==> config.mk <==
export PLATFORM = sky130hd
export DESIGN_NAME = game_sdram_bus
export DESIGN_NICKNAME = d
export VERILOG_FILES = /design/src/design/sdram_bus_pkg.sv /design/src/design/slot_if.sv /design/src/design/slot_request.sv /design/src/design/ram_slot.sv /design/src/design/slot_arbiter.sv /design/src/design/game_sdram_bus.sv
export SDC_FILE = /design/constraint.sdc
export NUM_CORES = 1
export LEC_CHECK = 0
export BUFFER_PORTS_ARGS = -buffer_cell sky130_fd_sc_hd__buf_2
export CORE_UTILIZATION = 55
export CTS_CLUSTER_DIAMETER = 40
export DETAILED_ROUTE_END_ITERATION = 12
export PLACE_DENSITY = 0.84
export SLEW_MARGIN = 0
export SYNTH_ARGS = -nofsm -noshare
export SYNTH_HDL_FRONTEND = slang
export SYNTH_SLANG_ARGS = --single-unit
==> constraint.sdc <==
create_clock -name VB -period 6 [get_ports VB]
set_input_delay 1.2 -clock VB [delete_from_list [all_inputs] [get_ports VB]]
set_output_delay 1.2 -clock VB [all_outputs]
set_load 0.03 [all_outputs]
==> src/design/sdram_bus_pkg.sv <==
// ============================================================================
// Shared constants and types for the arcade SDRAM slot multiplexer
// Region offsets, bank mapping, slot address widths and arbiter states
// ============================================================================
package sdram_bus_pkg;

    // SDRAM port geometry, addresses count 16-bit words
    localparam int SDRAM_AW  = 22;
    localparam int SDRAM_DW  = 32;
    localparam int WR_DW     = 16;
    localparam int NUM_SLOTS = 4;

    // Region base offsets in SDRAM words
    localparam logic [SDRAM_AW-1:0] ROM_OFFSET   = 22'h00_0000;
    localparam logic [SDRAM_AW-1:0] RAM_OFFSET   = 22'h20_0000;
    localparam logic [SDRAM_AW-1:0] VRAM_OFFSET  = 22'h30_0000;
    localparam logic [SDRAM_AW-1:0] GFX_OFFSET   = 22'h00_0000;
    localparam logic [SDRAM_AW-1:0] SOUND_OFFSET = 22'h00_0000;

    // Bank per region
    localparam logic [1:0] ROM_BANK   = 2'd1;
    localparam logic [1:0] RAM_BANK   = 2'd0;
    localparam logic [1:0] GFX_BANK   = 2'd2;
    localparam logic [1:0] SOUND_BANK = 2'd0;

    // Client address widths
    // ROM and RAM are word addresses, GFX counts 32-bit words
    localparam int ROM_AW = 21;
    localparam int RAM_AW = 17;
    localparam int GFX_AW = 20;
    // Sound CPU sees bytes
    localparam int SND_AW = 16;

    // Arbiter sequencer
    typedef enum logic [1:0] {
        ST_IDLE = 2'd0,
        ST_REQ  = 2'd1,
        ST_WAIT = 2'd2
    } arb_state_t;

    typedef logic [1:0] slot_idx_t;

endpackage

==> src/design/slot_if.sv <==
// ============================================================================
// One slot's request to the SDRAM arbiter and the read data coming back
// Slots use the requester modport, the arbiter the arbiter modport
// ============================================================================
`timescale 1ns/1ps

interface slot_if;
    import sdram_bus_pkg::*;

    // Request side, held stable while req is high
    logic                req;
    logic [SDRAM_AW-1:0] addr;
    logic                wr;
    logic [WR_DW-1:0]    wdata;
    logic [1:0]          wrmask;

    // Return side, rdata only meaningful with grant_ok
    logic                grant_ok;
    logic [SDRAM_DW-1:0] rdata;

    modport requester (
        output req, addr, wr, wdata, wrmask,
        input  grant_ok, rdata
    );

    modport arbiter (
        input  req, addr, wr, wdata, wrmask,
        output grant_ok, rdata
    );

endinterface

==> src/design/slot_request.sv <==
// ============================================================================
// Read-only SDRAM slot: latches a client request, maps it to an SDRAM word
// address and hands back 8, 16 or 32 bits of the returned word
// ============================================================================
`timescale 1ns/1ps

module slot_request #(
    parameter int                                  AW     = 16,
    parameter int                                  DW     = 16,
    parameter logic [sdram_bus_pkg::SDRAM_AW-1:0] OFFSET = '0,
    // 1 for 32-bit words, 0 for 16-bit words, -1 for byte addresses
    parameter int                                  SCALE  = 0
) (
    input  logic          VB,
    input  logic          arst_n,
    input  logic          cs,
    input  logic [AW-1:0] addr,
    output logic          ok,
    output logic [DW-1:0] dout,
    slot_if.requester     port
);
    import sdram_bus_pkg::*;

    logic                cs_last;
    logic                start;
    logic                byte_sel;
    logic [SDRAM_AW-1:0] word_addr;
    logic [DW-1:0]       rd_data;

    // New access on a cs edge; cs_last drops during ok so a held cs restarts
    assign start = cs && !cs_last && !port.req;

    generate
        if (SCALE > 0) begin : g_up
            assign word_addr = OFFSET + (SDRAM_AW'(addr) << SCALE);
        end else if (SCALE < 0) begin : g_byte
            assign word_addr = OFFSET + SDRAM_AW'(addr >> 1);
        end else begin : g_word
            assign word_addr = OFFSET + SDRAM_AW'(addr);
        end

        if (DW == 8) begin : g_dw8
            assign rd_data = byte_sel ? port.rdata[15:8] : port.rdata[7:0];
        end else if (DW == 16) begin : g_dw16
            assign rd_data = port.rdata[15:0];
        end else begin : g_dw32
            assign rd_data = port.rdata;
        end
    endgenerate

    // Never writes
    assign port.wr     = 1'b0;
    assign port.wdata  = '0;
    assign port.wrmask = 2'b11;

    always_ff @(posedge VB or negedge arst_n) begin
        if (!arst_n) begin
            cs_last  <= 1'b0;
            port.req <= 1'b0;
            ok       <= 1'b0;
        end else begin
            cs_last <= ok ? 1'b0 : cs;
            ok      <= port.grant_ok;
            if (port.grant_ok) begin
                port.req <= 1'b0;
            end else if (start) begin
                port.req <= 1'b1;
            end
        end
    end

    always_ff @(posedge VB) begin
        if (start) begin
            port.addr <= word_addr;
            byte_sel  <= addr[0];
        end
        if (port.grant_ok) begin
            dout <= rd_data;
        end
    end

    // Client keeps cs up until it has seen ok
    a_cs_held: assert property (@(posedge VB) disable iff (!arst_n)
        port.req |=> cs);

endmodule

==> src/design/ram_slot.sv <==
// ============================================================================
// Main CPU work RAM / video RAM slot with write data and byte mask
// Either chip select starts an access; ok also closes writes
// ============================================================================
`timescale 1ns/1ps

module ram_slot (
    input  logic                             VB,
    input  logic                             arst_n,
    input  logic                             ram_cs,
    input  logic                             vram_cs,
    input  logic                             rnw,
    input  logic [sdram_bus_pkg::RAM_AW-1:0] addr,
    input  logic [15:0]                      din,
    input  logic [1:0]                       dsn,
    output logic                             ok,
    output logic [15:0]                      dout,
    slot_if.requester                        port
);
    import sdram_bus_pkg::*;

    logic                cs_any;
    logic                cs_last;
    logic                start;
    logic [SDRAM_AW-1:0] region_base;

    assign cs_any = ram_cs || vram_cs;
    assign start  = cs_any && !cs_last && !port.req;

    // Work RAM or video RAM region
    assign region_base = ram_cs ? RAM_OFFSET : VRAM_OFFSET;

    always_ff @(posedge VB or negedge arst_n) begin
        if (!arst_n) begin
            cs_last  <= 1'b0;
            port.req <= 1'b0;
            ok       <= 1'b0;
        end else begin
            cs_last <= ok ? 1'b0 : cs_any;
            ok      <= port.grant_ok;
            if (port.grant_ok) begin
                port.req <= 1'b0;
            end else if (start) begin
                port.req <= 1'b1;
            end
        end
    end

    // Request payload, stable for the whole access
    always_ff @(posedge VB) begin
        if (start) begin
            port.addr   <= region_base + SDRAM_AW'(addr);
            port.wr     <= !rnw;
            port.wdata  <= din;
            // dsn low enables that byte
            port.wrmask <= dsn;
        end
    end

    // Read data only, a write leaves dout as it was
    always_ff @(posedge VB) begin
        if (port.grant_ok && !port.wr) begin
            dout <= port.rdata[15:0];
        end
    end

    // CPU decoder selects one region at a time
    a_one_region: assert property (@(posedge VB) disable iff (!arst_n)
        !(ram_cs && vram_cs));

endmodule

==> src/design/slot_arbiter.sv <==
// ============================================================================
// Fixed-priority SDRAM arbiter: grants the lowest pending slot, runs the
// controller's req/ack/ready handshake and returns the word to that slot
// ============================================================================
`timescale 1ns/1ps

module slot_arbiter (
    input  logic                                 VB,
    input  logic                                 arst_n,
    slot_if.arbiter                              slots [sdram_bus_pkg::NUM_SLOTS],
    output logic                                 sdram_req,
    input  logic                                 sdram_ack,
    input  logic                                 data_rdy,
    input  logic [sdram_bus_pkg::SDRAM_DW-1:0]   data_read,
    output logic [sdram_bus_pkg::SDRAM_AW-1:0]   sdram_addr,
    output logic [1:0]                           sdram_bank,
    output logic                                 sdram_rnw,
    output logic [1:0]                           sdram_wrmask,
    output logic [sdram_bus_pkg::WR_DW-1:0]      data_write
);
    import sdram_bus_pkg::*;

    arb_state_t          state;
    slot_idx_t           winner;
    slot_idx_t           pick;
    logic                any_req;
    logic [1:0]          pick_bank;
    logic                grant_r;
    logic [SDRAM_DW-1:0] rdata_q;

    logic [NUM_SLOTS-1:0] req_v;
    logic [NUM_SLOTS-1:0] wr_v;
    logic [NUM_SLOTS-1:0] grant_v;
    logic [SDRAM_AW-1:0]  addr_v  [NUM_SLOTS];
    logic [WR_DW-1:0]     wdata_v [NUM_SLOTS];
    logic [1:0]           mask_v  [NUM_SLOTS];

    // Flatten the slot interfaces so they can be indexed by slot number
    generate
        for (genvar g = 0; g < NUM_SLOTS; g++) begin : g_slot
            assign req_v[g]   = slots[g].req;
            assign wr_v[g]    = slots[g].wr;
            assign addr_v[g]  = slots[g].addr;
            assign wdata_v[g] = slots[g].wdata;
            assign mask_v[g]  = slots[g].wrmask;

            assign grant_v[g]        = grant_r && (winner == slot_idx_t'(g));
            assign slots[g].grant_ok = grant_v[g];
            assign slots[g].rdata    = grant_v[g] ? rdata_q : '0;
        end
    endgenerate

    // Lowest slot number wins
    always_comb begin
        pick    = '0;
        any_req = 1'b0;
        for (int i = NUM_SLOTS - 1; i >= 0; i--) begin
            if (req_v[i]) begin
                pick    = slot_idx_t'(i);
                any_req = 1'b1;
            end
        end
    end

    always_comb begin
        case (pick)
            2'd0:    pick_bank = ROM_BANK;
            2'd1:    pick_bank = RAM_BANK;
            2'd2:    pick_bank = GFX_BANK;
            default: pick_bank = SOUND_BANK;
        endcase
    end

    always_ff @(posedge VB or negedge arst_n) begin
        if (!arst_n) begin
            state     <= ST_IDLE;
            winner    <= '0;
            sdram_req <= 1'b0;
            sdram_rnw <= 1'b1;
            grant_r   <= 1'b0;
        end else begin
            case (state)
                ST_IDLE: begin
                    if (any_req) begin
                        winner    <= pick;
                        sdram_req <= 1'b1;
                        sdram_rnw <= !wr_v[pick];
                        state     <= ST_REQ;
                    end
                end
                ST_REQ: begin
                    if (sdram_ack) begin
                        sdram_req <= 1'b0;
                        state     <= ST_WAIT;
                    end
                end
                ST_WAIT: begin
                    // Stay here through grant_ok so the winner's req can drop
                    if (grant_r) begin
                        grant_r <= 1'b0;
                        state   <= ST_IDLE;
                    end else if (data_rdy) begin
                        grant_r <= 1'b1;
                    end
                end
                default: state <= ST_IDLE;
            endcase
        end
    end

    // Access payload, captured with the grant decision
    always_ff @(posedge VB) begin
        if (state == ST_IDLE && any_req) begin
            sdram_addr   <= addr_v[pick];
            sdram_bank   <= pick_bank;
            sdram_wrmask <= mask_v[pick];
            data_write   <= wdata_v[pick];
        end
        if (state == ST_WAIT && data_rdy && !grant_r) begin
            rdata_q <= data_read;
        end
    end

    // Controller sees a steady request until it acknowledges
    a_req_hold: assert property (@(posedge VB) disable iff (!arst_n)
        sdram_req && !sdram_ack |=> sdram_req && $stable(sdram_addr));

    a_one_grant: assert property (@(posedge VB) disable iff (!arst_n)
        $onehot0(grant_v));

endmodule

==> src/design/game_sdram_bus.sv <==
// ============================================================================
// SDRAM sharing for the arcade core: four client slots and one arbiter
// in front of a single SDRAM controller port
// ============================================================================
`timescale 1ns/1ps

module game_sdram_bus (
    input  logic                               VB,
    input  logic                               arst_n,
    // Main CPU program ROM
    input  logic                               main_rom_cs,
    input  logic [sdram_bus_pkg::ROM_AW-1:0]   main_rom_addr,
    output logic                               main_rom_ok,
    output logic [15:0]                        main_rom_data,
    // Main CPU work RAM and video RAM
    input  logic                               main_ram_cs,
    input  logic                               main_vram_cs,
    input  logic                               main_rnw,
    input  logic [sdram_bus_pkg::RAM_AW-1:0]   ram_addr,
    input  logic [15:0]                        main_dout,
    input  logic [1:0]                         dsn,
    output logic                               main_ram_ok,
    output logic [15:0]                        main_ram_data,
    // Graphics ROM
    input  logic                               gfx_cs,
    input  logic [sdram_bus_pkg::GFX_AW-1:0]   gfx_addr,
    output logic                               gfx_ok,
    output logic [31:0]                        gfx_data,
    // Sound CPU ROM
    input  logic                               snd_cs,
    input  logic [sdram_bus_pkg::SND_AW-1:0]   snd_addr,
    output logic                               snd_ok,
    output logic [7:0]                         snd_data,
    // SDRAM controller
    output logic                               sdram_req,
    input  logic                               sdram_ack,
    input  logic                               data_rdy,
    input  logic [sdram_bus_pkg::SDRAM_DW-1:0] data_read,
    output logic [sdram_bus_pkg::SDRAM_AW-1:0] sdram_addr,
    output logic [1:0]                         sdram_bank,
    output logic                               sdram_rnw,
    output logic [1:0]                         sdram_wrmask,
    output logic [sdram_bus_pkg::WR_DW-1:0]    data_write
);
    import sdram_bus_pkg::*;

    // Slot number is the array index, which is also the priority
    slot_if bus [NUM_SLOTS] ();

    slot_request #(
        .AW     (ROM_AW),
        .DW     (16),
        .OFFSET (ROM_OFFSET),
        .SCALE  (0)
    ) u_rom_slot (
        .VB     (VB),
        .arst_n (arst_n),
        .cs     (main_rom_cs),
        .addr   (main_rom_addr),
        .ok     (main_rom_ok),
        .dout   (main_rom_data),
        .port   (bus[0])
    );

    ram_slot u_ram_slot (
        .VB      (VB),
        .arst_n  (arst_n),
        .ram_cs  (main_ram_cs),
        .vram_cs (main_vram_cs),
        .rnw     (main_rnw),
        .addr    (ram_addr),
        .din     (main_dout),
        .dsn     (dsn),
        .ok      (main_ram_ok),
        .dout    (main_ram_data),
        .port    (bus[1])
    );

    // 32-bit tiles, two SDRAM words each
    slot_request #(
        .AW     (GFX_AW),
        .DW     (32),
        .OFFSET (GFX_OFFSET),
        .SCALE  (1)
    ) u_gfx_slot (
        .VB     (VB),
        .arst_n (arst_n),
        .cs     (gfx_cs),
        .addr   (gfx_addr),
        .ok     (gfx_ok),
        .dout   (gfx_data),
        .port   (bus[2])
    );

    slot_request #(
        .AW     (SND_AW),
        .DW     (8),
        .OFFSET (SOUND_OFFSET),
        .SCALE  (-1)
    ) u_snd_slot (
        .VB     (VB),
        .arst_n (arst_n),
        .cs     (snd_cs),
        .addr   (snd_addr),
        .ok     (snd_ok),
        .dout   (snd_data),
        .port   (bus[3])
    );

    slot_arbiter u_arbiter (
        .VB           (VB),
        .arst_n       (arst_n),
        .slots        (bus),
        .sdram_req    (sdram_req),
        .sdram_ack    (sdram_ack),
        .data_rdy     (data_rdy),
        .data_read    (data_read),
        .sdram_addr   (sdram_addr),
        .sdram_bank   (sdram_bank),
        .sdram_rnw    (sdram_rnw),
        .sdram_wrmask (sdram_wrmask),
        .data_write   (data_write)
    );

endmodule

Yosys cells after proc, flatten, opt, wreduce, memory -nomap -nowiden:

Index checks and enable logic that the tools add are counted.

* flip-flop bits (word level): 263
* bits of input ports: 134
* output and inout port bits: 120

* add/sub/neg operators: 1
* magnitude comparators: 2
* equal/unequal tests: 9
* mux-type cells: 43
* bitwise gates (word level): 1
* reduce and logical (&&, ||, !) cells: 40

Operator list (count)
* $bmux W22 S2: 1
* $mux W22: 2
* $bmux W16 S2: 1
* $mux W16: 2
* $add A22 B17 Y22: 1
* $mux W1: 21
* $mux W21: 1
* $mux W2: 9
* $logic_and A1 B1 Y1: 16
* $logic_not A1 Y1: 12
* $reduce_bool A2 Y1: 5
* $eq A2 B2 Y1 const B: 4
* $mux W8: 1
* $logic_not A2 Y1: 3
* $pmux W2 S3: 1
* $reduce_and A3 Y1: 2
* $bmux W2 S2: 1
* $eq A2 B1 Y1 const B: 2
* $ne A2 B1 Y1 const B: 2
* $pmux W2 S2: 1
* $ge A3 B3 Y1 const B: 1
* $lt A2 B3 Y1 const B: 1
* $not A2 Y3: 1
* $bmux W1 S2: 1
* 4 further kinds: 4

Longest topological paths before layout:

* depth after elaboration: 8
* depth in mapped cells: 6
* depth with buffers taken out: 3

Cells and area by module:

From an unflattened synthesis, not the netlist that was laid out.

* cell total of the unflattened synthesis: 593
* area total of the unflattened synthesis: 10563.9 µm²

By module, submodules not included
* slot_arbiter: times used 1, cells each 304, area an instance 4453.0 µm², sequential area each 2398.6 µm²
* slot_request at u_gfx_slot: times used 1, cells each 83, area an instance 1830.5 µm², sequential area each 1636.6 µm²
* ram_slot: times used 1, cells each 70, area an instance 1752.9 µm², sequential area each 1666.6 µm²
* slot_request at u_rom_slot: times used 1, cells each 67, area an instance 1372.6 µm², sequential area each 1186.1 µm²
* slot_request at u_snd_slot: times used 1, cells each 69, area an instance 1154.9 µm², sequential area each 795.8 µm²

Least setup slack after synthesis:

Ideal clock, no wire load.

* path type: input-to-reg
* start: in data_rdy
* end: reg u_arbiter.rdata_q[0] (enable)
* library setup time: 0.471 ns
* arrival time: 3.624 ns
* required time: 5.529 ns
* slack: 1.906 ns
* stages: 1
* path through: nor3b_1

* cells in the longest elaborated chain, start to end: 2

Ends and longest elaborated chain
* from (decl): line game_sdram_bus.sv:37 `input logic data_rdy,`
* $logic_and A1 B1 Y1 (2 in series): line slot_arbiter.sv:119 `if (state == ST_WAIT && data_rdy && !grant_r) begin`
* to (signal assigned): line slot_arbiter.sv:120 `rdata_q <= data_read;`
* to (decl): line slot_arbiter.sv:29 `logic [SDRAM_DW-1:0] rdata_q;`

Every way passes these cells.
A chain may end at the register's enable or synchronous reset.

Worst setup path after layout:

* start: reg u_rom_slot.port.req
* end: reg u_arbiter.sdram_addr[16] in the netlist's numbering (enable)

* cells in the longest elaborated chain, start to end: 2

Ends and longest elaborated chain
* from (decl): line slot_if.sv:22 `output req, addr, wr, wdata, wrmask,`
* from (signal assigned): line slot_request.sv:59 `port.req <= 1'b0;`
* from (signal assigned): line slot_request.sv:65 `port.req <= 1'b0;`
* from (signal assigned): line slot_request.sv:67 `port.req <= 1'b1;`
* $mux W1: line slot_arbiter.sv:58 `if (req_v[i]) begin`
* $logic_and A1 B1 Y1: line slot_arbiter.sv:113 `if (state == ST_IDLE && any_req) begin`
* to (signal assigned): line slot_arbiter.sv:114 `sdram_addr <= addr_v[pick];`
* to (decl): line slot_arbiter.sv:15 `output logic [sdram_bus_pkg::SDRAM_AW-1:0] sdram_addr,`

Every way passes these cells.

==> impl_metrics.csv <==
group,metric,value,unit
status,status,"completed",
timing,clock_skew,0.01394,ns
min_path,whs_path_depth,1,
route,ant_nets,0,
grt,use_met3,7.473,%
grt,grt_pass1_wl,28.12,mm
cells_and_area,drive_gt1_share,46.04,%
placed_design,dpl-instance-area,10440,um^2
logic_synthesis,ys_seq_elements,259,
clock_tree,cts.sinks,259,
route,vias,5189,
clock_tree,cts_hold_buf,0,
clock_tree,cts_tree,"yes",
timing,hold_violations,0,
critical_path,cp_data_arrival_time,3.04,ns
route,firstDrtPassIters,5,
critical_path,path_cells,"nor2_1, a211oi_4, buf_4",
clock_tree,clockBufferDepth,3,
power_and_ir_drop,power.density,491.6,nW/um^2
die,die_h,129.3,um
timing,setup_tns,0,ns
placed_design,globalplace.congestion,0.8479,
logic_synthesis,synthCells,448,
timing,slew_headroom,18.20,%
clock_tree,cts_buffers,30,
critical_path,slowest_delay,0.97,ns
critical_path,reg2reg_slack,3.16,ns
critical_path,worstReg2RegEnd,"u_arbiter.sdram_addr[16]",
grt,globalRouteOverflowTotal,0,
power_and_ir_drop,ir_worst_vdd,0.3345,mV
logic_synthesis,yosysSeqAreaShare,86.24,%
critical_path,ff2ff_path_depth,3,
route,drt_iter0_drc,375,
grt,antenna_found_initial,1,
route,wl_per_cell,20.50,um
critical_path,worstSetupPathType,"reg -> reg",
power_and_ir_drop,p_leak,4.457,nW
critical_path,crit_fanout,23,
clock_tree,htreeDepth,1,
logic_synthesis,netlist.area_leader.share,80.89,%
clock_tree,post_cts.repair.setup_buffers,0,
die,rows,46,
critical_path,worst_path_max_delay_cell,"a211oi_4",
timing,rsz0062_at_grt,"false",
min_path,hold_path.class,"reg -> reg",
logic_synthesis,yosysWarnings,0,
placed_design,place_hpwl,13.18,mm
cells_and_area,design_area,11540,um^2
critical_path,required,6.20,ns
critical_path,cp_top_family,"compound AO/OA/AOI/OAI gates",
die,io_pins,254,
logic_synthesis,synth.avg_cell_area,19.89,um^2
timing,setup_violations,0,
critical_path,endpoint_kind,"flip-flop",
flow_run,drv_cap,0,
route,remaining_drc_errors,0,
cells_and_area,nNetsFinal,855,
critical_path,start_kind,"flip-flop",
grt,grt_util_all_layers,23.39,%
clock_tree,cts_root_buf,"clkbuf_16",
grt,grt_max_degree,38,
clock_tree,cts_resized,0,
clock_tree,clk_latency,0.54,ns
die,die-area,16710,um^2
grt,met2_usage,40.45,%
min_path,worstHoldEndpoint,"u_snd_slot.cs_last",
timing,worst_pin_slew,1.225,ns
clock_tree,clk_pin_slew_worst_paths,0.06,ns
grt,grt_pass1_vias,5256,
critical_path,cp.buffers_inverters,1,
timing,worst_slack,3.156,ns
timing,drv_slew,0,
grt,busiest_layer,"met2",
timing,post-route-period-util,47.40,%
timing,max_clock_freq,0.3516,GHz
min_path,min_from,"u_snd_slot.ok",
logic_synthesis,synth.area.top_cells,"edfxtp_1 81%, dfrtp_1 5.1%, and2_1 2.3%, o22ai_2 1.4%, o221ai_1 1.4%",
timing,min_period,2.844,ns
die,fp.dieW,129.3,um
logic_synthesis,yosysTopAreaCell,"edfxtp_1",
critical_path,r2r_start,"u_rom_slot.port.req",
route,wl,19.72,mm
cells_and_area,syn_to_final_growth,29.53,%
placed_design,pre_cts_slack,3.077,ns
placed_design,io_buffers,253,
logic_synthesis,syn_nets,582,
route,viasPerCell,5.394,
timing,whs,0.4179,ns
die,start_util,56.29,%
die,coreArea,15830,um^2
logic_synthesis,synth_cell_types,34,
grt,grt_use_met1,27.57,%
logic_synthesis,syn_area,8910,um^2
flip-flops by register name, summed over array words and instances, names as in the netlist, 8 cells and up:
register,count
u_rom_slot.dout,16
u_gfx_slot.dout,32
u_ram_slot.dout,16
u_arbiter.rdata_q,32
u_snd_slot.dout,8
u_ram_slot.port.wdata,16
u_ram_slot.port.addr,18
u_gfx_slot.port.addr,20
u_rom_slot.port.addr,21
u_snd_slot.port.addr,15
u_arbiter.sdram_addr,22
u_arbiter.data_write,16
worst max-delay path by stage:
stage / startpoint / end / slack [ns] / cells past startpoint
detailed placement: u_rom_slot.port.req / u_arbiter.sdram_addr[11] / 3.08 / 3
global placement: main_ram_cs / u_ram_slot.port.addr[4] / 3.16 / 4
CTS: u_rom_slot.port.req / u_arbiter.sdram_addr[17] / 3.07 / 3
global route: u_rom_slot.port.req / u_arbiter.sdram_addr[17] / 2.96 / 3
floorplan: data_rdy / u_arbiter.rdata_q[0] / 1.91 / 1
finish: u_rom_slot.port.req / u_arbiter.sdram_addr[16] / 3.16 / 3
kinds of logic after synthesis:
group	after synthesis	synth area share, %
AOI/OAI and AO/OA	63	5.589
buffers and inverters	25	1.376
DFF	259	86.24
muxes	9	1.138
and+or+nand+nor	92	5.660
worst register-to-register path, stage by stage, from the launching register on:
cell and delay [ns]:
dfrtp_1 0.83, nor2_1 0.23, a211oi_4 0.97, buf_4 0.47
area by class of cell:
type / instances / area [um^2]
diodes: 1 / 2.502
clock buffers: 32 / 779.5
clock inverters: 24 / 319.1
fillers: 925 / 4287
inverters: 7 / 26.28
multi-input cells: 164 / 1149
flip-flops and latches: 259 / 7684
well taps: 216 / 270.3
repair buffers: 259 / 1311
cell usage after synthesis (all sizes together):
library cell	n
o32a	2
nor3b	5
o21ai	4
nor2	11
o221ai	14
and3b	1
a22o	6
and3	1
clkbuf	9
and2	33
inv	7
a21o	2
a221o	1
buf	9
or3	1
nor3	2
dfrtp	18
or4b	1
o22ai	14
mux2	9
nand2	23
nand2b	6
nor2b	5
edfxtp	240
nand3b	1
a21oi	19
dfstp	1
a211oi	1
or2	2
placed cells by master, fill, tap and decap left out, types with 8 or more instances in the layout:
| cell type | Yosys | routed |
|---|---|---|
| buf_2 | 5 | 253 |
| edfxtp_1 | 240 | 240 |
| and2_1 | 33 | 33 |
| clkbuf_16 | 0 | 31 |
| nand2_1 | 22 | 22 |
| a21oi_1 | 19 | 19 |
| dfrtp_1 | 18 | 18 |
| o221ai_1 | 14 | 14 |
| o22ai_2 | 10 | 10 |
| mux2_2 | 9 | 9 |
| nor2_1 | 11 | 8 |
stage by stage:
| stage | total power [mW] | util (%) | std cells |
|---|---|---|---|
| floorplan | 3.365 | - | 448 |
| global placement | 3.723 | 65.96 | 905 |
| detailed placement | 3.772 | 65.96 | 905 |
| CTS | 5.713 | 72.90 | 961 |
| global route | 5.871 | 72.92 | 962 |
| finish | 5.674 | 72.92 | 962 |
power breakdown:
part / internal (mW) / total, mW / switching (mW) / leakage (nW)
clock: 1.21 / 1.93 / 0.722 / 0.528
sequential: 2.41 / 2.58 / 0.171 / 2.44
combinational: 0.315 / 1.16 / 0.845 / 1.49
total: 3.94 / 5.67 / 1.74 / 4.46
metal layers:
layer | vias up | routed length, um
li1 | 2285 | -
met1 | 2523 | 7047
met2 | 339 | 9962
met3 | 42 | 2237
met4 | 0 | 475
met5 | - | 0
Note: power is estimated with default switching activity, not from simulation.
